[config.mk]
export PLATFORM = sky130hd
export DESIGN_NAME = frame_store
export DESIGN_NICKNAME = d
export VERILOG_FILES = /design/src/source/kin_pkg.sv /design/src/source/frame_store.sv
export VERILOG_INCLUDE_DIRS = /design/src /design/src/source
export SDC_FILE = /design/constraint.sdc
export NUM_CORES = 2
export LEC_CHECK = 0
export BUFFER_PORTS_ARGS = -buffer_cell sky130_fd_sc_hd__buf_2
export CORE_ASPECT_RATIO = 1.2
export CORE_MARGIN = 2
export CORE_UTILIZATION = 57
export CTS_BUF_LIST = sky130_fd_sc_hd__clkbuf_16
export DETAILED_ROUTE_END_ITERATION = 6
export PLACE_DENSITY_LB_ADDON = 0.12
export SYNTH_ARGS = -nofsm -noshare
export SYNTH_HDL_FRONTEND = slang
export SYNTH_SLANG_ARGS = --single-unit
[constraint.sdc]
create_clock -name i -period 4.5 [get_ports i]
set_input_delay 0.225 -clock i [delete_from_list [all_inputs] [get_ports i]]
set_output_delay 0.225 -clock i [all_outputs]
set_load 0.03 [all_outputs]
[src/source/kin_macros.svh]
// jacobian accelerator constants
// fixed-point format, joint count, bus widths and the frame store memory map
`ifndef KIN_MACROS_SVH
`define KIN_MACROS_SVH

`define FIX_W        27   // Q11.16 value width
`define FRAC_BITS    16
`define JOINTS       6
`define ADR_W        7    // word address
`define DAT_W        32
`define FRAME_WORDS  12   // 3x4 frame, row-major

// memory map, frame j at 12*j
`define Z_BASE       72
`define S_BASE       75
`define TYPE_ADR     78   // bit j set for a revolute joint
`define JAC_BASE     80   // column c row r at 80 + 6*c + r

// column_calc operand slots
`define OPNDS        18
`define OPND_T_BASE  9    // frame column 3
`define OPND_Z_BASE  12
`define OPND_S_BASE  15

`endif

[src/source/kin_pkg.sv]
// jacobian accelerator types
// value, bus and index widths plus the state encodings of both FSMs
`include "kin_macros.svh"

package kin_pkg;

	typedef logic [`FIX_W-1:0] fix_t;      // Q11.16
	typedef logic [`ADR_W-1:0] adr_t;
	typedef logic [`DAT_W-1:0] dat_t;      // fix_t sign-extended
	typedef logic [4:0]        opnd_sel_t; // R 0-8, t 9-11, z 12-14, s 15-17
	typedef logic [2:0]        row_sel_t;

	typedef enum logic [1:0] {
		calc_idle,
		calc_axis,
		calc_cross,
		calc_finish
	} calc_state_t;

	typedef enum logic [2:0] {
		eng_idle,
		eng_fetch_type,
		eng_fetch_zs,
		eng_fetch_frame,
		eng_compute,
		eng_store_col,
		eng_finish
	} eng_state_t;

endpackage

[src/source/frame_store.sv]
// frame store
// 128-word memory behind a Wishbone classic slave port
// one wait state per transfer, ack is registered and lasts one cycle
`include "kin_macros.svh"

module frame_store (
	input  logic          i,
	input  logic          rst_n,
	input  logic          cyc,
	input  logic          stb,
	input  logic          we,
	input  kin_pkg::adr_t adr,
	input  kin_pkg::dat_t wdata,
	output kin_pkg::dat_t rdata,
	output logic          ack
);

	kin_pkg::dat_t mem [1 << `ADR_W];
	logic req;

	// new request, not the tail of the one just acked
	assign req = cyc & stb & ~ack;

	always_ff @(posedge i or negedge rst_n) begin
		if (!rst_n) begin
			ack <= 1'b0;
		end else begin
			ack <= req;
		end
	end

	always_ff @(posedge i) begin
		if (req) begin
			if (we) begin
				mem[adr] <= wdata;
			end
			rdata <= mem[adr]; // valid together with ack
		end
	end

endmodule

==> summary.txt <==
Status
  – Status: complete, but fails checks
  – Failing checks: DRC, capacitance limit, slew limit

STA
  – Max Slew Vio Count: 20
  – Final setup fails: 0
  – Unrepaired setup endpoints after global routing: false
  – Slew Limit Headroom: -0.1006
  – Setup Skew: 0.07811 ns
  – F_max: 251.9 MHz
  – Final min period: 3.970 ns
  – Count of final hold-check violations: 0
  – Tightest Pin Transition: 1.643 ns
  – Fin crit share: 0.8822

Cells and area
  – Most frequent cells in the layout: edfxtp_1 (4,128), a221oi_1 (943), buf_4 (505)
  – Final Net Count: 9,243
  – Core Util, Final: 0.6533
  – Area Overhead vs Synth: 13.87%
  – Layout cells sized above 1: 0.1950
  – Final non-filler cell total: 13,140
  – Commonest non-fill, non-tap cell in the layout: edfxtp_1
  – Layout fillers: 18,450

Yosys
  – Sequential area share after synthesis: 0.7908
  – Synth Area in Compound Gates: 0.1170
  – Mux share of post-synthesis cell area: 0.04831
  – Seq cells post-synth: 4,129
  – Synth Area in Simple Gates: 0.02399
  – Synthesized area: 156,800 sq um
  – Synth area leaders: edfxtp_1 (79%), a221oi_1 (5.3%), mux2_2 (2.3%)
  – Count of cell types in the netlist: 59
  – Fraction of registers with async set/reset: 0.0002422
  – Mapped Avg Cell Area: 17.88 sq um
  – Top-area cell type share of the netlist area: 0.7906
  – Post-synth EDFFs: 4,128
  – XOR/XNOR Fraction of Synth Area: 0
  – Mapped Cells: 8,769
  – Syn Nets: 8,813
  – Synth Area in Adders: 0
  – Area leader, netlist: edfxtp_1
  – Synth warn: 0
  – Main combinational cell family by area after synthesis: compound AO/OA/AOI/OAI gates
  – Top FF cell, synth: edfxtp_1

Clock network
  – Latest clock arrival within the worst-skew pair: 0.94 ns
  – Resize count post-CTS: 0
  – Clock root buffer: clkbuf_16
  – Sink Count: 4,129
  – Max clock buf depth: 4
  – Htree depth: 5
  – Setup bufs post-CTS: 0
  – Clock-pin slew on the worst setup and hold paths: 0.06 ns
  – TritonCTS clock tree: yes
  – CTS buffer count: 394
  – CTS hold repair buffers: 31

Floorplanning
  – Die ar.: 279,300 sq um
  – Ports: 77
  – Initial Util: 0.5737
  – Die Width: 482.8 um
  – Row Count: 210
  – Core region area: 273,300 sq um
  – Vert. Die Dim: 578.5 um

Worst setup path
  – Critical Setup Path Class: input port to flop
  – Critical Path AT: 4.75 ns
  – Worst Path Required: 5.28 ns
  – Crit-path max cell delay: 1.12 ns
  – Cell Chain, Critical Path: dlygate4sd3_1 -> buf_2 -> nor2_1 -> nand2_1 -> buf_4 -> nor2_1 -> nor2_1 -> nand4b_1
  – Crit path max-delay family: simple AND/OR/NAND/NOR gates
  – Worst path buffer plus inverter count: 3
  – Startpoint Class: input port
  – Slowest CP cell: nor2_1
  – CP dominant cell by count: nor2_1
  – CP endpoint kind: flop
  – CP max FO: 11

Global route
  – Largest net degree at the start of global routing: 129
  – Initial antenna violation count: 43
  – Met3 Track Usage GR: 0.1061
  – Global-route wire length before repair: 729.4 mm
  – Met2 Track Usage GR: 0.5638
  – Grt ovf: 0
  – Global routing's busiest layer: met2
  – Vias in the first global route: 91,200
  – Met1 usage: 0.4954
  – All-Layer GR Usage: 0.3779

Routing
  – Drt wl/cell: 40.35 um
  – Post-DRT Antenna Nets: 0
  – Drt total wl: 530.2 mm
  – DRC Markers: 2
  – Vias: 95,500
  – Starting DRC count in detailed routing: 17,050
  – Via density per instance: 7.268
  – Drt pass-1 iters: 7

Run
  – Max cap viols: 6

Power
  – Max IR drop VDD: 0.6395 mV
  – Leakage dissipation: 0.05586 uW
  – Total power: 79,020 uW
  – PwrDens: 442.7 nW/um^2

Worst hold path
  – Worst min path class: input port to flop

Placement
  – Input/output buffers: 76
  – DP Wirelength: 322.1 mm
  – Gpl congestion: 0.9924
  – Cells after DPL: 12,370
worst paths after layout:
check	from	endpoint	slack, ns	cells after the start
max in group asynchronous	rst_n	ack	4.28	3
max	adr[5]	rdata[27]	0.53	8
max reg2reg	mem[67][22]	rdata[22]	0.92	8
min	wdata[16]	mem[119][16]	0.02	1
min reg2reg	mem[5][16]	rdata[16]	0.81	3
min in group asynchronous	rst_n	ack	0.12	3
area by class of cell:
type	count	area, sq um	area share
timing repair buffer	719	7138	0.03998
multi-input combinational	3951	30810	0.1726
inverter	4	35.03	0.0001962
antenna	23	57.56	0.0003224
tap	3604	4509	0.02526
sequential	4129	124000	0.6945
clock inverter	313	2027	0.01135
clock buffer	398	9960	0.05579
per-layer routing:
layer / vias up / part of all wire
met5: - / 0.00021
met4: 16 / 0.076
met3: 1455 / 0.14
met2: 7544 / 0.45
met1: 48830 / 0.34
li1: 37660 / -
metrics by stage:
step / setup slack, ns / area (sq um) / TNS (ns) / hold WS (ns)
detailed placement: -0.04470 / 166100 / -0.05306 / 0.001913
CTS: 0.9418 / 178400 / 0 / 0.01260
floorplan: 0.5085 / 156800 / 0 / -0.07059
global placement: -0.001494 / 166100 / -0.001494 / -0.0001181
global route: 0.8467 / 178500 / 0 / 0.03299
finish: 0.5303 / 178500 / 0 / 0.01620
registers in the layout, summed over array words and instances (netlist names):
signal,count
mem,4096
ack,1
rdata,32
logic make-up (layout without fill, tap and decap cells):
logic type / Yosys count / count (layout)
flip-flops: 4129 / 4129
AO/OA/AOI/OAI: 2474 / 2474
AND/OR/NAND/NOR: 921 / 921
buffers and inverters: 689 / 1434
multiplexers: 556 / 556
other: 0 / 23
cell usage after synthesis (7+ instances only):
| library cell | n |
|---|---|
| o221a_2 | 11 |
| nor4_1 | 13 |
| clkbuf_1 | 329 |
| o22a_1 | 16 |
| nor2_1 | 533 |
| a221oi_1 | 943 |
| buf_6 | 17 |
| nand4_1 | 19 |
| a221o_1 | 117 |
| buf_2 | 224 |
| a211oi_1 | 43 |
| o21ai_0 | 173 |
| o31ai_1 | 30 |
| edfxtp_1 | 4128 |
| mux2i_1 | 106 |
| mux2_2 | 318 |
| buf_1 | 82 |
| nand2b_1 | 7 |
| a222oi_1 | 15 |
| o211ai_1 | 29 |
| a22oi_1 | 281 |
| mux4_2 | 128 |
| o22ai_1 | 185 |
| buf_4 | 32 |
| o221ai_1 | 44 |
| or3_1 | 10 |
| nor2b_1 | 16 |
| a21oi_1 | 501 |
| nand2_1 | 254 |
| nor3_1 | 44 |
| a31oi_1 | 26 |
| o311ai_0 | 8 |
| a22o_1 | 15 |
power by group:
part           internal [uW]  total [uW]  leakage, uW  switching (uW)
clock network          17300       31500      0.00618           14200
registers              42400       42400       0.0371            54.8
logic                   1360        5130       0.0126            3770
total                  61000       79000       0.0559           18000
Note: power is estimated with default switching activity, not from simulation.
