[config.mk]
export PLATFORM = sky130hd
export DESIGN_NAME = bus_arbiter
export DESIGN_NICKNAME = d
export VERILOG_FILES = /design/src/source/kin_pkg.sv /design/src/source/bus_arbiter.sv
export VERILOG_INCLUDE_DIRS = /design/src /design/src/source
export SDC_FILE = /design/constraint.sdc
export NUM_CORES = 1
export LEC_CHECK = 0
export BUFFER_PORTS_ARGS = -buffer_cell sky130_fd_sc_hd__buf_2
export CAP_MARGIN = 20
export CORE_AREA = 3 3 86 88
export CTS_CLUSTER_DIAMETER = 80
export DETAILED_ROUTE_END_ITERATION = 12
export DIE_AREA = 0 0 89 91
export PLACE_DENSITY = 0.67
export SYNTH_ARGS = -nofsm -noshare
export SYNTH_HDL_FRONTEND = slang
export SYNTH_SLANG_ARGS = --single-unit
[constraint.sdc]
create_clock -name i -period 2.1 [get_ports i]
set_clock_uncertainty 0.2 [all_clocks]
set_input_delay 0.525 -clock i [delete_from_list [all_inputs] [get_ports i]]
set_output_delay 0.525 -clock i [all_outputs]
set_load 0.05 [all_outputs]
[src/source/kin_macros.svh]
// jacobian accelerator constants
// fixed-point format, joint count, bus widths and the frame store memory map
`ifndef KIN_MACROS_SVH
`define KIN_MACROS_SVH

`define FIX_W        27   // Q11.16 value width
`define FRAC_BITS    16
`define JOINTS       6
`define ADR_W        7    // word address
`define DAT_W        32
`define FRAME_WORDS  12   // 3x4 frame, row-major

// memory map, frame j at 12*j
`define Z_BASE       72
`define S_BASE       75
`define TYPE_ADR     78   // bit j set for a revolute joint
`define JAC_BASE     80   // column c row r at 80 + 6*c + r

// column_calc operand slots
`define OPNDS        18
`define OPND_T_BASE  9    // frame column 3
`define OPND_Z_BASE  12
`define OPND_S_BASE  15

`endif

[src/source/kin_pkg.sv]
// jacobian accelerator types
// value, bus and index widths plus the state encodings of both FSMs
`include "kin_macros.svh"

package kin_pkg;

	typedef logic [`FIX_W-1:0] fix_t;      // Q11.16
	typedef logic [`ADR_W-1:0] adr_t;
	typedef logic [`DAT_W-1:0] dat_t;      // fix_t sign-extended
	typedef logic [4:0]        opnd_sel_t; // R 0-8, t 9-11, z 12-14, s 15-17
	typedef logic [2:0]        row_sel_t;

	typedef enum logic [1:0] {
		calc_idle,
		calc_axis,
		calc_cross,
		calc_finish
	} calc_state_t;

	typedef enum logic [2:0] {
		eng_idle,
		eng_fetch_type,
		eng_fetch_zs,
		eng_fetch_frame,
		eng_compute,
		eng_store_col,
		eng_finish
	} eng_state_t;

endpackage

[src/source/bus_arbiter.sv]
// two-master Wishbone classic arbiter
// host has priority when the bus is free, the owner keeps the bus
// for as long as its cyc stays high
module bus_arbiter (
	input  logic          i,
	input  logic          rst_n,
	input  logic          host_cyc,
	input  logic          host_stb,
	input  logic          host_we,
	input  kin_pkg::adr_t host_adr,
	input  kin_pkg::dat_t host_wdata,
	output kin_pkg::dat_t host_rdata,
	output logic          host_ack,
	input  logic          eng_cyc,
	input  logic          eng_stb,
	input  logic          eng_we,
	input  kin_pkg::adr_t eng_adr,
	input  kin_pkg::dat_t eng_wdata,
	output kin_pkg::dat_t eng_rdata,
	output logic          eng_ack,
	output logic          mem_cyc,
	output logic          mem_stb,
	output logic          mem_we,
	output kin_pkg::adr_t mem_adr,
	output kin_pkg::dat_t mem_wdata,
	input  kin_pkg::dat_t mem_rdata,
	input  logic          mem_ack
);

	logic own_eng;   // registered owner, 1 = engine
	logic grant_eng;

	always_comb begin
		if (own_eng ? eng_cyc : host_cyc) begin
			grant_eng = own_eng; // owner still in its cycle
		end else begin
			grant_eng = ~host_cyc & eng_cyc;
		end
	end

	always_ff @(posedge i or negedge rst_n) begin
		if (!rst_n) begin
			own_eng <= 1'b0;
		end else begin
			own_eng <= grant_eng;
		end
	end

	assign mem_cyc   = grant_eng ? eng_cyc   : host_cyc;
	assign mem_stb   = grant_eng ? eng_stb   : host_stb;
	assign mem_we    = grant_eng ? eng_we    : host_we;
	assign mem_adr   = grant_eng ? eng_adr   : host_adr;
	assign mem_wdata = grant_eng ? eng_wdata : host_wdata;

	// the waiting master sees no ack
	assign host_ack   = mem_ack & ~grant_eng;
	assign eng_ack    = mem_ack & grant_eng;
	assign host_rdata = grant_eng ? '0 : mem_rdata;
	assign eng_rdata  = grant_eng ? mem_rdata : '0;

endmodule

==> flow_metrics.tcl, run 1 <==
set metrics [dict create \
    status "finished with violations" \
    violations "negative setup slack" \
    rrSetupSlack_ns 0.82 \
    avgSynthCellArea_sq_um 8.89 \
    post_dp_cell_area_sq_um 2400 \
    fp.dieH_um 91 \
    synth_edf_count 0 \
    first_pass_iters 4 \
    clkTransAtPathRegs_ns 0 \
    fin_tns_setup_ns -22.65 \
    dp_slack_ns -0.438 \
    power_w 0.00146 \
    top_register "own_eng" \
    relSlewSlack_pct 83.2 \
    antenna_found_initial 0 \
    wirelength_um 7930 \
    ys.flop_type "dfrtp_1" \
    cp_slowest_stage_delay_ns 0.35 \
    synth-seq-cells 1 \
    layout-drive-gt1-share_pct 96.6 \
    slowest_stage "mux2_2" \
    drt_iter0_drc 33 \
    routed_via_density 4.31 \
    synth_most_common_cell "and2_1" \
    syn_nets 242 \
    antenna_cells 0 \
    synth_commonest_cells "and2_1, mux2_4, mux2_2" \
    hold_viol 0 \
    fin_nets 477 \
    syn_inst 123 \
    cp.arrival_ns 1.66 \
    worst_slew_pin_slew_ns 0.253 \
    largest_reg_flops 1 \
    synth_top_cell_by_area "and2_1" \
    grt_usage_pct 16.1 \
    maxCapViolations 0 \
    crit_path_frequent_cell "buf_12" \
    reg.largest.list "own_eng (1)" \
    required_ns 1.37 \
    hold_class "primary input to asynchronous set/reset pin" \
    grt_pass1_wl_um 10400 \
    ys_types 13 \
    num_vias 1878 \
    maxSlewViolCount 0 \
    syn-cell-area_sq_um 1090 \
    design_area_sq_um 3520 \
    rsz0062_at_grt "true" \
    yosysWarnings 0 \
    setup_slack_ns -0.281 \
    core_area_sq_um 6720 \
    wl_per_cell_um 18.2 \
    rows 30 \
    grt_max_degree 31 \
    overflow 0 \
    path_max_fanout 7 \
    path_cells "buf_12 > inv_12 > o21ai_4 > buf_12 > buf_12 > mux2_2 > buf_6" \
    postRouteAntennaNets 0 \
    areaGrowthSynthToFinish_pct 222 \
    dieArea_sq_um 8100 \
    hold_buffers 0 \
    cp-start-kind "primary input" \
    fmax_mhz 420 \
    yosysSeqAreaShare_pct 2.29 \
    finalSetupViolCount 107 \
    dp.final_hpwl_um 5150 \
    place.port_buffers 226 \
    worstReg2RegStart "own_eng$_DFF_PN0_" \
    p_leak_nw 1.92 \
    route.detailed.drc 0 \
    finalCritPeriodShare_pct 113 \
    initial_core_util_pct 16.3 \
    final.min_clock_period_ns 2.38 \
    ios 227 \
    synth_top_cell_area_share_pct 37.8 \
    irDropWorstVdd_uv 144 \
    gp_congestion 0.766 \
    reg2regPathDepth 4 \
    insertion_delay_ns 0 \
    ys_async_sr_fraction_pct 100 \
    synthTopCellsByArea "and2_1, mux2_4, mux2_2, mux2_1, buf_12" \
    grt_pass1_vias 2037 \
    end_kind "output pin" \
    crit_type "primary input to output pin" \
    dieWidth_um 89 \
    r2r-end "own_eng$_DFF_PN0_" \
    p_per_area_nw_per_um2 414 \
    fillerInstances 586 \
]
-- cell families (layout without fill, tap and decap cells) --
kind of cell | count (synthesis) | in the layout | share of synthesized area (%)
mux | 41 | 41 | 49.1
flops | 1 | 1 | 2.29
compound gates | 1 | 1 | 0.801
buf+inv | 13 | 246 | 9.50
simple gates | 67 | 67 | 38.3
-- through the flow --
stage	hold slack, ns	utilization, %	instances
global route	0.107	52.4	436
detailed placement	0.105	35.7	423
CTS	0.105	50.7	437
floorplan	0.0294	-	123
finish	0.103	52.4	436
global placement	0.0998	35.7	423
-- area by class of cell --
class                   count  area, sq um  area share, %
repair buffers            244         2260           64.2
well taps                  80          100           2.84
inverters                   2         22.5          0.639
flip-flops and latches      1         25.0          0.710
multi-input cells         109         1110           31.6
-- metal layers --
metal | GRT usage (%) | wire length (um)
met3 | 2.09 | 646
met2 | 35.1 | 4700
met1 | 15.5 | 2470
met4 | 1.49 | 112
met5 | 0 | 0
-- what timing repair did --
item / 4_1_cts / 5_1_grt
pin swaps: 1 / 19
setup endpoints to repair: 107 / 107
setup buffers: 8 / 2
gates resized for setup: 243 / 62
gates cloned: 6 / 2
-- worst max-delay path, delay by kind of cell --
family / cells / cell delay (ns)
AOI/OAI and AO/OA: 1 / 0.20
buffers and inverters: 5 / 0.58
muxes: 1 / 0.35
-- worst max-delay path by stage --
| stage | startpoint | end | cells past startpoint |
|---|---|---|---|
| finish | host_cyc | mem_wdata[28] | 7 |
| global route | host_cyc | mem_wdata[28] | 7 |
| CTS | host_cyc | mem_wdata[8] | 8 |
| detailed placement | host_cyc | host_rdata[13] | 7 |
| global placement | host_cyc | mem_wdata[28] | 6 |
| floorplan | host_cyc | mem_wdata[24] | 5 |
-- placed cells by master (no fill, tap or decap), drive strengths merged --
| cell type | netlist | final |
|---|---|---|
| clkbuf | 6 | 2 |
| inv | 2 | 2 |
| dfrtp | 1 | 1 |
| buf | 5 | 242 |
| or2 | 1 | 1 |
| mux2 | 41 | 41 |
| and2 | 66 | 66 |
| o21ai | 1 | 1 |
-- power breakdown --
part / switching (W) / internal (W) / leakage [nW]
Combinational: 0.000798 / 0.000637 / 1.90
Clock: 0 / 0 / 0
Sequential: 0.00000107 / 0.0000209 / 0.0125
Total: 0.000799 / 0.000658 / 1.92
(Power assumes the default switching activity.)
==> run 2: changes to the inputs <==
--- a/config.mk
+++ b/config.mk
@@ -7,12 +7,13 @@
 export NUM_CORES = 1
 export LEC_CHECK = 0
 export BUFFER_PORTS_ARGS = -buffer_cell sky130_fd_sc_hd__buf_2
-export CAP_MARGIN = 20
+export CAP_MARGIN = 15
 export CORE_AREA = 3 3 86 88
 export CTS_CLUSTER_DIAMETER = 80
 export DETAILED_ROUTE_END_ITERATION = 12
 export DIE_AREA = 0 0 89 91
 export PLACE_DENSITY = 0.67
+export SKIP_LAST_GASP = 1
 export SYNTH_ARGS = -nofsm -noshare
 export SYNTH_HDL_FRONTEND = slang
 export SYNTH_SLANG_ARGS = --single-unit
==> flow_metrics.tcl, run 2 (synthesized netlist as in run 1, its figures left out) <==
set metrics [dict create \
    gp_congestion 0.766 \
    fp.dieH_um 91 \
    final.min_clock_period_ns 2.38 \
    pwr-share-seq_pct 1.5 \
    finalSetupViolCount 107 \
    cp.arrival_ns 1.65 \
    irDropWorstVdd_uv 144 \
    initial_core_util_pct 16.3 \
    largest_reg_flops 1 \
    layout-drive-gt1-share_pct 96.6 \
    top_usage_layer "met2" \
    layout_common_cells "buf_2, buf_6, buf_8" \
    grtUsageMet3_pct 1.91 \
    path_cells "buf_12 > inv_12 > o21ai_4 > buf_12 > clkbuf_16 > mux2_4 > buf_8" \
    postRouteAntennaNets 0 \
    grt_max_degree 31 \
    hold_viol 0 \
    dieArea_sq_um 8100 \
    cp_slowest_stage_delay_ns 0.32 \
    p_sw_w 0.000802 \
    power_w 0.00146 \
    antenna_found_initial 0 \
    setup_slack_ns -0.278 \
    crit_path_frequent_cell "buf_12" \
    dp.final_hpwl_um 5150 \
    wl_per_cell_um 18.5 \
    final_common_cell "buf_2" \
    slowest_stage "mux2_4" \
    reg.largest.list "own_eng (1)" \
    overflow 0 \
    finalCritPeriodShare_pct 113 \
    p_clk_share_pct 0 \
    grt_pass1_vias 2027 \
    maxCapViolations 0 \
    hold_buffers 0 \
    worst_slew_pin_slew_ns 0.253 \
    path_max_fanout 7 \
    fillerInstances 596 \
    hold_class "primary input to asynchronous set/reset pin" \
    grt_pass1_wl_um 10300 \
    route.detailed.drc 0 \
    fin_tns_setup_ns -22.69 \
    routed_via_density 4.33 \
    crit_type "primary input to output pin" \
    areaGrowthSynthToFinish_pct 224 \
    use_met2_pct 35.4 \
    maxSlewViolCount 0 \
    clkTransAtPathRegs_ns 0 \
    wirelength_um 8050 \
    comb_power_share_pct 98.5 \
    num_vias 1886 \
    ios 227 \
    fin_nets 477 \
    end_kind "output pin" \
    top_register "own_eng" \
    grt_usage_pct 16.0 \
    rrSetupSlack_ns 0.82 \
    required_ns 1.37 \
    insertion_delay_ns 0 \
    antenna_cells 0 \
    worstReg2RegStart "own_eng$_DFF_PN0_" \
    met1_usage_pct 15.3 \
    rows 30 \
    first_pass_iters 4 \
    dieWidth_um 89 \
    place.port_buffers 226 \
    drt_iter0_drc 19 \
    relSlewSlack_pct 83.2 \
    r2r-end "own_eng$_DFF_PN0_" \
    rsz0062_at_grt "true" \
    reg2regPathDepth 4 \
    fmax_mhz 420 \
    violations "negative setup slack" \
    p_sw_share_pct 54.8 \
    status "finished with violations" \
    core_area_sq_um 6720 \
    p_per_area_nw_per_um2 414 \
    cp-start-kind "primary input" \
    p_leak_nw 1.93 \
    internal_power_w 0.000662 \
]
run 2: cell counts in the layout (fill, tap and decap cells not counted):
Identical to the previous run, type by type.
run 2: routing by layer:
layer  wire length, um  vias to the layer above
met5                 0                        -
met1              2440                      887
met3               706                       10
met4               151                        0
met2              4750                      119
li1                  -                      870
run 2: power groups by stage:
stage / clock network [W] / registers [W] / logic, W
floorplan: 0 / 0.0000219 / 0.000773
global placement: 0 / 0.0000219 / 0.00104
detailed placement: 0 / 0.0000221 / 0.00104
CTS: 0 / 0.0000221 / 0.00137
global route: 0 / 0.0000220 / 0.00149
finish: 0 / 0.0000220 / 0.00144
run 2: worst max-delay path by stage:
stage | start | end | cells after the start
after CTS | host_cyc | mem_wdata[8] | 8
after floorplan | host_cyc | mem_wdata[24] | 5
final | host_cyc | mem_wdata[28] | 7
after global placement | host_cyc | mem_wdata[28] | 6
after detailed placement | host_cyc | host_rdata[13] | 7
after global routing | host_cyc | mem_wdata[28] | 7
run 2: layout make-up:
| cell class | instances | area [sq um] | share of cell area (%) |
|---|---|---|---|
| Inverter | 2 | 22.5 | 0.636 |
| Multi-Input combinational cell | 109 | 1130 | 31.8 |
| Sequential cell | 1 | 25.0 | 0.707 |
| Tap cell | 80 | 100 | 2.83 |
| Timing Repair Buffer | 244 | 2270 | 64.0 |
run 2: stage by stage:
step / setup slack (ns) / instances / cell area (sq um) / util [%] / hold WS (ns)
6_report: -0.278 / 436 / 3540 / 52.7 / 0.103
3_5_place_dp: -0.438 / 423 / 2400 / 35.7 / 0.105
5_1_grt: -0.300 / 436 / 3540 / 52.7 / 0.107
3_3_place_gp: -0.427 / 423 / 2400 / 35.7 / 0.0998
4_1_cts: -0.331 / 437 / 3390 / 50.5 / 0.105
2_1_floorplan: -0.0749 / 123 / 1190 / - / 0.0294
run 2: timing repair:
item,CTS,global route
pin swaps,1,17
gates cloned,6,2
setup buffers,8,2
endpoints found under the setup margin,107,107
gates resized for setup,239,69
run 2: worst max-delay path: cells and delay by family:
kind / cells / cell delay [ns]
AO/OA/AOI/OAI: 1 / 0.20
buffers and inverters: 5 / 0.61
multiplexers: 1 / 0.32
