===== src/source/kin_macros.svh =====
// jacobian accelerator constants
// fixed-point format, joint count, bus widths and the frame store memory map
`ifndef KIN_MACROS_SVH
`define KIN_MACROS_SVH

`define FIX_W        27   // Q11.16 value width
`define FRAC_BITS    16
`define JOINTS       6
`define ADR_W        7    // word address
`define DAT_W        32
`define FRAME_WORDS  12   // 3x4 frame, row-major

// memory map, frame j at 12*j
`define Z_BASE       72
`define S_BASE       75
`define TYPE_ADR     78   // bit j set for a revolute joint
`define JAC_BASE     80   // column c row r at 80 + 6*c + r

// column_calc operand slots
`define OPNDS        18
`define OPND_T_BASE  9    // frame column 3
`define OPND_Z_BASE  12
`define OPND_S_BASE  15

`endif


===== src/source/kin_pkg.sv =====
// jacobian accelerator types
// value, bus and index widths plus the state encodings of both FSMs
`include "kin_macros.svh"

package kin_pkg;

	typedef logic [`FIX_W-1:0] fix_t;      // Q11.16
	typedef logic [`ADR_W-1:0] adr_t;
	typedef logic [`DAT_W-1:0] dat_t;      // fix_t sign-extended
	typedef logic [4:0]        opnd_sel_t; // R 0-8, t 9-11, z 12-14, s 15-17
	typedef logic [2:0]        row_sel_t;

	typedef enum logic [1:0] {
		calc_idle,
		calc_axis,
		calc_cross,
		calc_finish
	} calc_state_t;

	typedef enum logic [2:0] {
		eng_idle,
		eng_fetch_type,
		eng_fetch_zs,
		eng_fetch_frame,
		eng_compute,
		eng_store_col,
		eng_finish
	} eng_state_t;

endpackage


===== src/source/column_calc.sv =====
// jacobian column datapath
// operand registers and one shared multiplier, v = R*z then v x (s - t)
// ready pulses 16 cycles after go: 9 axis products, 6 cross terms, 1 finish
`include "kin_macros.svh"

module column_calc (
	input  logic               i,
	input  logic               rst_n,
	input  logic               load,
	input  kin_pkg::opnd_sel_t load_sel,
	input  kin_pkg::fix_t      load_data,
	input  logic               go,
	input  logic               revolute,
	input  kin_pkg::row_sel_t  res_sel,
	output kin_pkg::fix_t      res_data,
	output logic               ready
);

	kin_pkg::fix_t opnd [`OPNDS];
	kin_pkg::fix_t p [3];
	kin_pkg::fix_t v [3];
	kin_pkg::fix_t cx [3];  // cross product rows
	kin_pkg::fix_t res [6];
	kin_pkg::calc_state_t state;
	logic [3:0] step;
	logic [1:0] row_cnt;
	logic [1:0] col_cnt;
	logic rev_q;
	logic [1:0] cx_v;
	logic [1:0] cx_p;
	kin_pkg::fix_t mul_a;
	kin_pkg::fix_t mul_b;
	kin_pkg::fix_t mul_res;
	logic signed [2*`FIX_W-1:0] prod;

	always_ff @(posedge i) begin
		if (load) begin
			opnd[load_sel] <= load_data;
		end
	end

	// cross term order: v1p2 v2p1, v2p0 v0p2, v0p1 v1p0
	always_comb begin
		cx_v = 2'd0;
		cx_p = 2'd0;
		case (step)
			4'd0: begin cx_v = 2'd1; cx_p = 2'd2; end
			4'd1: begin cx_v = 2'd2; cx_p = 2'd1; end
			4'd2: begin cx_v = 2'd2; cx_p = 2'd0; end
			4'd3: begin cx_v = 2'd0; cx_p = 2'd2; end
			4'd4: begin cx_v = 2'd0; cx_p = 2'd1; end
			4'd5: begin cx_v = 2'd1; cx_p = 2'd0; end
			default: ;
		endcase
	end

	always_comb begin
		if (state == kin_pkg::calc_axis) begin
			mul_a = opnd[step];                     // R row-major
			mul_b = opnd[`OPND_Z_BASE + col_cnt];
		end else begin
			mul_a = v[cx_v];
			mul_b = p[cx_p];
		end
		prod    = $signed(mul_a) * $signed(mul_b);
		mul_res = prod[`FRAC_BITS +: `FIX_W]; // >>> 16, low 27 bits
	end

	always_ff @(posedge i or negedge rst_n) begin
		if (!rst_n) begin
			state   <= kin_pkg::calc_idle;
			step    <= 4'd0;
			row_cnt <= 2'd0;
			col_cnt <= 2'd0;
			ready   <= 1'b0;
		end else begin
			ready <= 1'b0;
			case (state)
				kin_pkg::calc_idle: begin
					if (go) begin
						state   <= kin_pkg::calc_axis;
						step    <= 4'd0;
						row_cnt <= 2'd0;
						col_cnt <= 2'd0;
					end
				end
				kin_pkg::calc_axis: begin
					if (step == 4'd8) begin
						state <= kin_pkg::calc_cross;
						step  <= 4'd0;
					end else begin
						step <= step + 4'd1;
					end
					if (col_cnt == 2'd2) begin
						col_cnt <= 2'd0;
						row_cnt <= row_cnt + 2'd1;
					end else begin
						col_cnt <= col_cnt + 2'd1;
					end
				end
				kin_pkg::calc_cross: begin
					if (step == 4'd5) begin
						state <= kin_pkg::calc_finish;
						step  <= 4'd0;
					end else begin
						step <= step + 4'd1;
					end
				end
				default: begin
					state <= kin_pkg::calc_idle;
					ready <= 1'b1;
				end
			endcase
		end
	end

	always_ff @(posedge i) begin
		case (state)
			kin_pkg::calc_idle: begin
				if (go) begin
					rev_q <= revolute;
					for (int k = 0; k < 3; k++) begin
						p[k] <= opnd[`OPND_S_BASE + k] - opnd[`OPND_T_BASE + k];
					end
				end
			end
			kin_pkg::calc_axis: begin
				if (col_cnt == 2'd0) begin
					v[row_cnt] <= mul_res;
				end else begin
					v[row_cnt] <= v[row_cnt] + mul_res;
				end
			end
			kin_pkg::calc_cross: begin
				if (!step[0]) begin
					cx[step[2:1]] <= mul_res;
				end else begin
					cx[step[2:1]] <= cx[step[2:1]] - mul_res;
				end
			end
			default: begin
				// prismatic: v on top, zero below
				for (int k = 0; k < 3; k++) begin
					res[k]     <= rev_q ? cx[k] : v[k];
					res[k + 3] <= rev_q ? v[k] : '0;
				end
			end
		endcase
	end

	assign res_data = res[res_sel];

endmodule


===== src/source/jacobian_engine.sv =====
// jacobian engine
// Wishbone master that fetches the joint types, z, s and each frame,
// runs column_calc per joint and writes the six result words back
`include "kin_macros.svh"

module jacobian_engine (
	input  logic          i,
	input  logic          rst_n,
	input  logic          start,
	input  logic          ack,
	input  kin_pkg::dat_t rdata,
	output logic          cyc,
	output logic          stb,
	output logic          we,
	output kin_pkg::adr_t adr,
	output kin_pkg::dat_t wdata,
	output logic          busy,
	output logic          done
);

	kin_pkg::eng_state_t state;
	logic [2:0] joint;
	logic [3:0] widx;           // word within the current block
	logic [`JOINTS-1:0] type_word;
	logic xfer;
	logic need_bus;
	logic load;
	kin_pkg::opnd_sel_t load_sel;
	kin_pkg::fix_t load_data;
	logic go;
	logic revolute;
	logic ready;
	kin_pkg::row_sel_t res_sel;
	kin_pkg::fix_t res_data;

	// frame word row-major 3x4 to operand slot
	function automatic kin_pkg::opnd_sel_t frame_sel(input logic [3:0] w);
		logic [1:0] r;
		logic [1:0] c;
		r = w[3:2];
		c = w[1:0];
		if (c == 2'd3) begin
			return kin_pkg::opnd_sel_t'(`OPND_T_BASE + r);
		end
		return kin_pkg::opnd_sel_t'(3 * r + c);
	endfunction

	assign xfer     = cyc & ack;
	assign need_bus = (state == kin_pkg::eng_fetch_type) || (state == kin_pkg::eng_fetch_zs) ||
		(state == kin_pkg::eng_fetch_frame) || (state == kin_pkg::eng_store_col);
	assign stb      = cyc;
	assign we       = (state == kin_pkg::eng_store_col);
	assign res_sel  = kin_pkg::row_sel_t'(widx);
	assign wdata    = {{(`DAT_W - `FIX_W){res_data[`FIX_W-1]}}, res_data};
	assign revolute = type_word[joint];

	always_comb begin
		case (state)
			kin_pkg::eng_fetch_type:  adr = kin_pkg::adr_t'(`TYPE_ADR);
			kin_pkg::eng_fetch_zs:    adr = kin_pkg::adr_t'(`Z_BASE + widx); // z then s
			kin_pkg::eng_fetch_frame: adr = kin_pkg::adr_t'(`FRAME_WORDS * joint + widx);
			kin_pkg::eng_store_col:   adr = kin_pkg::adr_t'(`JAC_BASE + `JOINTS * joint + widx);
			default:                  adr = '0;
		endcase
	end

	// operands written straight from the bus on ack
	always_comb begin
		load      = xfer & ((state == kin_pkg::eng_fetch_zs) || (state == kin_pkg::eng_fetch_frame));
		load_data = rdata[`FIX_W-1:0];
		if (state == kin_pkg::eng_fetch_zs) begin
			load_sel = kin_pkg::opnd_sel_t'(`OPND_Z_BASE + widx);
		end else begin
			load_sel = frame_sel(widx);
		end
	end

	always_ff @(posedge i or negedge rst_n) begin
		if (!rst_n) begin
			state     <= kin_pkg::eng_idle;
			cyc       <= 1'b0;
			busy      <= 1'b0;
			done      <= 1'b0;
			go        <= 1'b0;
			joint     <= 3'd0;
			widx      <= 4'd0;
			type_word <= '0;
		end else begin
			done <= 1'b0;
			go   <= 1'b0;
			if (cyc) begin
				if (ack) begin
					cyc <= 1'b0; // at least one idle cycle between transfers
				end
			end else if (need_bus) begin
				cyc <= 1'b1;
			end
			case (state)
				kin_pkg::eng_idle: begin
					if (start) begin
						busy  <= 1'b1;
						joint <= 3'd0;
						widx  <= 4'd0;
						state <= kin_pkg::eng_fetch_type;
					end
				end
				kin_pkg::eng_fetch_type: begin
					if (xfer) begin
						type_word <= rdata[`JOINTS-1:0];
						state     <= kin_pkg::eng_fetch_zs;
					end
				end
				kin_pkg::eng_fetch_zs: begin
					if (xfer) begin
						if (widx == 4'd5) begin
							widx  <= 4'd0;
							state <= kin_pkg::eng_fetch_frame;
						end else begin
							widx <= widx + 4'd1;
						end
					end
				end
				kin_pkg::eng_fetch_frame: begin
					if (xfer) begin
						if (widx == 4'(`FRAME_WORDS - 1)) begin
							widx  <= 4'd0;
							go    <= 1'b1;
							state <= kin_pkg::eng_compute;
						end else begin
							widx <= widx + 4'd1;
						end
					end
				end
				kin_pkg::eng_compute: begin
					if (ready) begin
						state <= kin_pkg::eng_store_col;
					end
				end
				kin_pkg::eng_store_col: begin
					if (xfer) begin
						if (widx == 4'd5) begin
							widx <= 4'd0;
							if (joint == 3'(`JOINTS - 1)) begin
								state <= kin_pkg::eng_finish;
							end else begin
								joint <= joint + 3'd1;
								state <= kin_pkg::eng_fetch_frame;
							end
						end else begin
							widx <= widx + 4'd1;
						end
					end
				end
				default: begin
					busy  <= 1'b0; // falls with done
					done  <= 1'b1;
					state <= kin_pkg::eng_idle;
				end
			endcase
		end
	end

	column_calc column_calc_inst (
		.i         (i),
		.rst_n     (rst_n),
		.load      (load),
		.load_sel  (load_sel),
		.load_data (load_data),
		.go        (go),
		.revolute  (revolute),
		.res_sel   (res_sel),
		.res_data  (res_data),
		.ready     (ready)
	);

endmodule


===== config.mk =====
export PLATFORM = sky130hd
export DESIGN_NAME = jacobian_engine
export DESIGN_NICKNAME = d
export VERILOG_FILES = /design/src/source/kin_pkg.sv /design/src/source/column_calc.sv /design/src/source/jacobian_engine.sv
export VERILOG_INCLUDE_DIRS = /design/src /design/src/source
export SDC_FILE = /design/constraint.sdc
export NUM_CORES = 2
export LEC_CHECK = 0
export ABC_CLOCK_PERIOD_IN_PS = 13700
export BUFFER_PORTS_ARGS = -buffer_cell sky130_fd_sc_hd__buf_2
export CAP_MARGIN = 30
export CELL_PAD_IN_SITES_DETAIL_PLACEMENT = 1
export CELL_PAD_IN_SITES_GLOBAL_PLACEMENT = 1
export CORE_MARGIN = 8
export CORE_UTILIZATION = 49
export CTS_CLUSTER_SIZE = 12
export DETAILED_ROUTE_END_ITERATION = 12
export PLACE_DENSITY = 0.8
export SYNTH_ARGS = -nofsm -noshare
export SYNTH_HDL_FRONTEND = slang
export SYNTH_SLANG_ARGS = --single-unit

===== constraint.sdc =====
create_clock -name i -period 13.7 [get_ports i]
set_input_delay 0.685 -clock i [delete_from_list [all_inputs] [get_ports i]]
set_output_delay 0.685 -clock i [all_outputs]
set_load 0.05 [all_outputs]

==> metrics.csv <==
stage,metric,value,unit
drt,dr_total_vias,45200,
power_and_ir_drop,design_power_total,6130,uW
sta,slew_headroom,28.4,%
global_route,track_usage,27.0,%
final_layout,diodes,0,
sta,max_freq,0.0756,GHz
synth,synth_fa_ha_area_share,23.9,%
setup_path,critPathArrivalTime,13.61,ns
sta,final.min_clock_period,13.22,ns
placed_design,io_buffers,74,
drt,viasPerCell,5.94,
setup_path,critPathLaunchType,flop,
min_path,hold_path_end,column_calc_inst.opnd[13][26]$_DFFE_PP_,
sta,setup_viol,0,
final_layout,fin_nets,6641,
die,die_w,390,microns
sta,hold_viol,0,
power_and_ir_drop,p_sw,1310,uW
synth,avgSynthCellArea,12.4,sq um
synth,synthMuxAreaShare,11.7,%
clock_network,htreeDepth,3,
final_layout,areaGrowthSynthToFinish,10.5,%
die,rows,137,
min_path,hp-start,rdata[26],
global_route,antenna_found_initial,2,
sta,period_share,96.5,%
final_layout,drive_gt1_share,15.3,%
drt,wirelength,208000,microns
power_and_ir_drop,pwr-share-clk,45.2,%
setup_path,crit_path_end_kind,flop,
sta,final.setup.tns,0,ns
power_and_ir_drop,swShare,21.3,%
sta,drv_slew,0,
sta,fin_worst_skew,0.0908,ns
setup_path,r2r.worst_path.cells,48,
synth,synth_area_leaders,"edfxtp_1 (41%), fa_1 (18%), mux4_2 (8.4%)",
synth,yosysWarnings,0,
placed_design,post-place-ws,-0.142,ns
run_status,status,completed,
global_route,grt_pass1_vias,50500,
flow_run,maxCapViolCount,0,
clock_network,root_buffer,clkbuf_16,
die,dieArea,152000,sq um
synth,ys_ff_latch,977,
global_route,grt_pass1_wl,313000,microns
synth,synth_edf_count,946,
final_layout,fin_area,75900,sq um
die,start_util,49.3,%
synth,synth-simple-area-share,8.63,%
clock_network,cts_buffers,103,
power_and_ir_drop,seq_power_share,53.1,%
drt,wl_per_cell,27.4,microns
drt,ant_nets,0,
setup_path,cpMostUsedCell,fa_1,
setup_path,cp_data_required_time,14.09,ns
clock_network,cts_tree,yes,
synth,ys_types,79,
final_layout,fillerInstances,14000,
clock_network,cts.path.max_buffers,3,
synth,synth_xor_area_share,2.06,%
synth,synth_area,68700,sq um
drt,drt_iter0_markers,3789,
die,coreArea,139000,sq um
global_route,grt_remaining_overflow,0,
synth,synth_top_family_by_area,adder cells,
synth,yosysMostFrequentCell,edfxtp_1,
sta,worst_pin_slew,1.05,ns
setup_path,slowest_delay,0.61,ns
synth,async_flop_share,3.17,%
global_route,grt_max_degree,99,
clock_network,insertion_delay,0.77,ns
synth,syn_nets,6507,
setup_path,timing.rr.start,column_calc_inst.step[1]$_DFFE_PN0P_,
synth,synth_seq_area_share,42.5,%
power_and_ir_drop,leakage,0.0301,uW
synth,ys.flop_type,edfxtp_1,
placed_design,dpl_cell_area,72100,sq um
setup_path,crit_fanout,12,
min_path,min_path_cells,1,
drt,drc,0,
power_and_ir_drop,p_int,4830,uW
synth,ys_top_cells_by_count,"edfxtp_1 (946), inv_1 (876), fa_1 (634), nor2_1 (579), nand2_1 (392)",
synth,yosys.area.top_type_share,41.4,%
power_and_ir_drop,powerDensity,80.8,nW/um^2
synth,synthCells,5538,
setup_path,crit_slowest_cell,dfrtp_4,
drt,drt_first_pass_iters,8,
clock_network,clk_pin_slew,0.06,ns
min_path,min_path_type,in -> reg,
placed_design,dp_hpwl,154000,microns
sta,timing.final.ws_setup,0.479,ns
synth,synth_compound_area_share,5.05,%
clock_network,clkSinkCount,977,
die,io_pins,80,
setup_path,r2r_end,column_calc_inst.cx[0][26]$_DFFE_PP_,
setup_path,r2r_slack,0.48,ns
power_and_ir_drop,ir_worst_vdd,0.000184,V
placed_design,place_congestion,0.938,
power_and_ir_drop,p_comb_share,1.7,%
setup_path,worstSetupPathType,reg -> reg,
synth,synth_area_leader_cell,edfxtp_1,
die,die_h,390,microns
sta,whs,0.333,ns
[per-stage QoR]
stage | utilization (%) | instances
after floorplan | - | 5538
after global placement | 51.6 | 7408
after detailed placement | 51.7 | 7417
after CTS | 54.1 | 7595
after global routing | 54.5 | 7620
final | 54.5 | 7620
[cell type report]
class / count / area, sq um / area share [%]
clock buffer: 133 / 2740 / 3.61
clock inverter: 44 / 571 / 0.752
inverter: 883 / 3320 / 4.38
multi-input combinational: 3447 / 35600 / 46.9
sequential: 977 / 29200 / 38.5
tap: 1876 / 2350 / 3.09
timing repair buffer: 260 / 2090 / 2.75
[kinds of logic (layout without fill, tap and decap cells)]
| logic type | count (synthesis) | in the layout |
|---|---|---|
| buffers and inverters | 1114 | 1320 |
| AO/OA/AOI/OAI | 549 | 549 |
| flip-flops | 977 | 977 |
| AND/OR/NAND/NOR | 1341 | 1341 |
| adder cells (fa/ha/maj) | 933 | 933 |
| multiplexers | 465 | 465 |
| XOR/XNOR | 159 | 159 |
[worst max path at each step]
stage                                    startpoint                                   end  slack, ns  depth (start not counted)
5_1_grt        column_calc_inst.step[1]$_DFFE_PN0P_  column_calc_inst.cx[0][26]$_DFFE_PP_      -0.05                         49
3_5_place_dp   column_calc_inst.step[1]$_DFFE_PN0P_  column_calc_inst.cx[1][26]$_DFFE_PP_      -0.14                         44
3_3_place_gp   column_calc_inst.step[1]$_DFFE_PN0P_  column_calc_inst.cx[0][26]$_DFFE_PP_       0.14                         44
2_1_floorplan  column_calc_inst.step[0]$_DFFE_PN0P_  column_calc_inst.cx[0][26]$_DFFE_PP_       0.66                         50
6_report       column_calc_inst.step[1]$_DFFE_PN0P_  column_calc_inst.cx[0][26]$_DFFE_PP_       0.48                         48
4_1_cts        column_calc_inst.step[1]$_DFFE_PN0P_  column_calc_inst.cx[0][26]$_DFFE_PP_      0.002                         48
[sequential cells by signal, indices dropped and copies added, names as in the netlist, 3 cells and up]
name / cells
column_calc_inst.cx: 108
column_calc_inst.opnd: 486
column_calc_inst.p: 81
column_calc_inst.res: 162
column_calc_inst.step: 4
column_calc_inst.v: 108
joint: 3
state: 3
type_word: 6
widx: 4
[layout by cell type, fill, tap and decap left out, types with 10 or more instances in the layout]
master / Yosys / final
edfxtp_1: 946 / 946
inv_1: 876 / 874
fa_1: 634 / 634
nor2_1: 579 / 558
nand2_1: 392 / 392
ha_1: 299 / 295
mux4_2: 257 / 257
buf_4: 7 / 159
o21ai_0: 152 / 148
a21oi_1: 141 / 131
xnor2_1: 117 / 116
mux2_2: 107 / 107
and2_1: 108 / 105
clkbuf_16: 0 / 105
mux2i_1: 100 / 89
buf_2: 22 / 75
nand2b_1: 72 / 72
a211oi_1: 43 / 43
nor3_1: 42 / 41
xor2_1: 40 / 39
a21o_1: 35 / 34
nand3_1: 33 / 33
a21boi_0: 32 / 32
o21a_1: 27 / 27
nor2b_1: 25 / 25
clkbuf_1: 170 / 25
or2_2: 23 / 23
dfrtp_1: 31 / 23
nor2_4: 0 / 19
clkinv_1: 5 / 19
o31ai_1: 20 / 19
or3_1: 17 / 17
buf_12: 0 / 17
o21bai_1: 14 / 14
and3_1: 12 / 12
mux2i_2: 1 / 10
nand4_1: 10 / 10
clkinv_2: 0 / 10
[timing repair]
| item | 4_1_cts | 5_1_grt |
|---|---|---|
| endpoints found under the hold margin | 11 | 0 |
| pin swaps | 0 | 2 |
| buffers inserted | 0 | 19 |
| gates cloned | 0 | 2 |
| gates resized for setup | 3 | 22 |
| hold buffers | 1 | 0 |
| endpoints found under the setup margin | 16 | 44 |
[layer usage]
metal,wire length [microns],GRT usage (%),up-vias
met2,103000,46.3,2065
li1,-,-,19000
met1,78400,33.7,23600
met4,10200,11.6,2
met5,13,0,-
met3,16500,5.19,531
[power groups by stage]
| stage | clock (uW) | combinational, uW | sequential [uW] |
|---|---|---|---|
| finish | 2770 | 106 | 3260 |
| global route | 2890 | 112 | 3250 |
| CTS | 2800 | 106 | 3260 |
| detailed placement | 0 | 105 | 3320 |
| global placement | 0 | 98.8 | 3320 |
| floorplan | 0 | 56.7 | 3320 |
[critical path: cells and delay by family (launching register included)]
kind,cells,cell delay (ns)
AOI/OAI and AO/OA,15,3.26
xor gates and xnor gates,1,0.23
adders and majority gates,11,4.70
buffers and inverters,10,1.58
DFF,1,0.61
muxes,3,0.75
and+or+nand+nor,8,1.73
(Power assumes the default switching activity.)
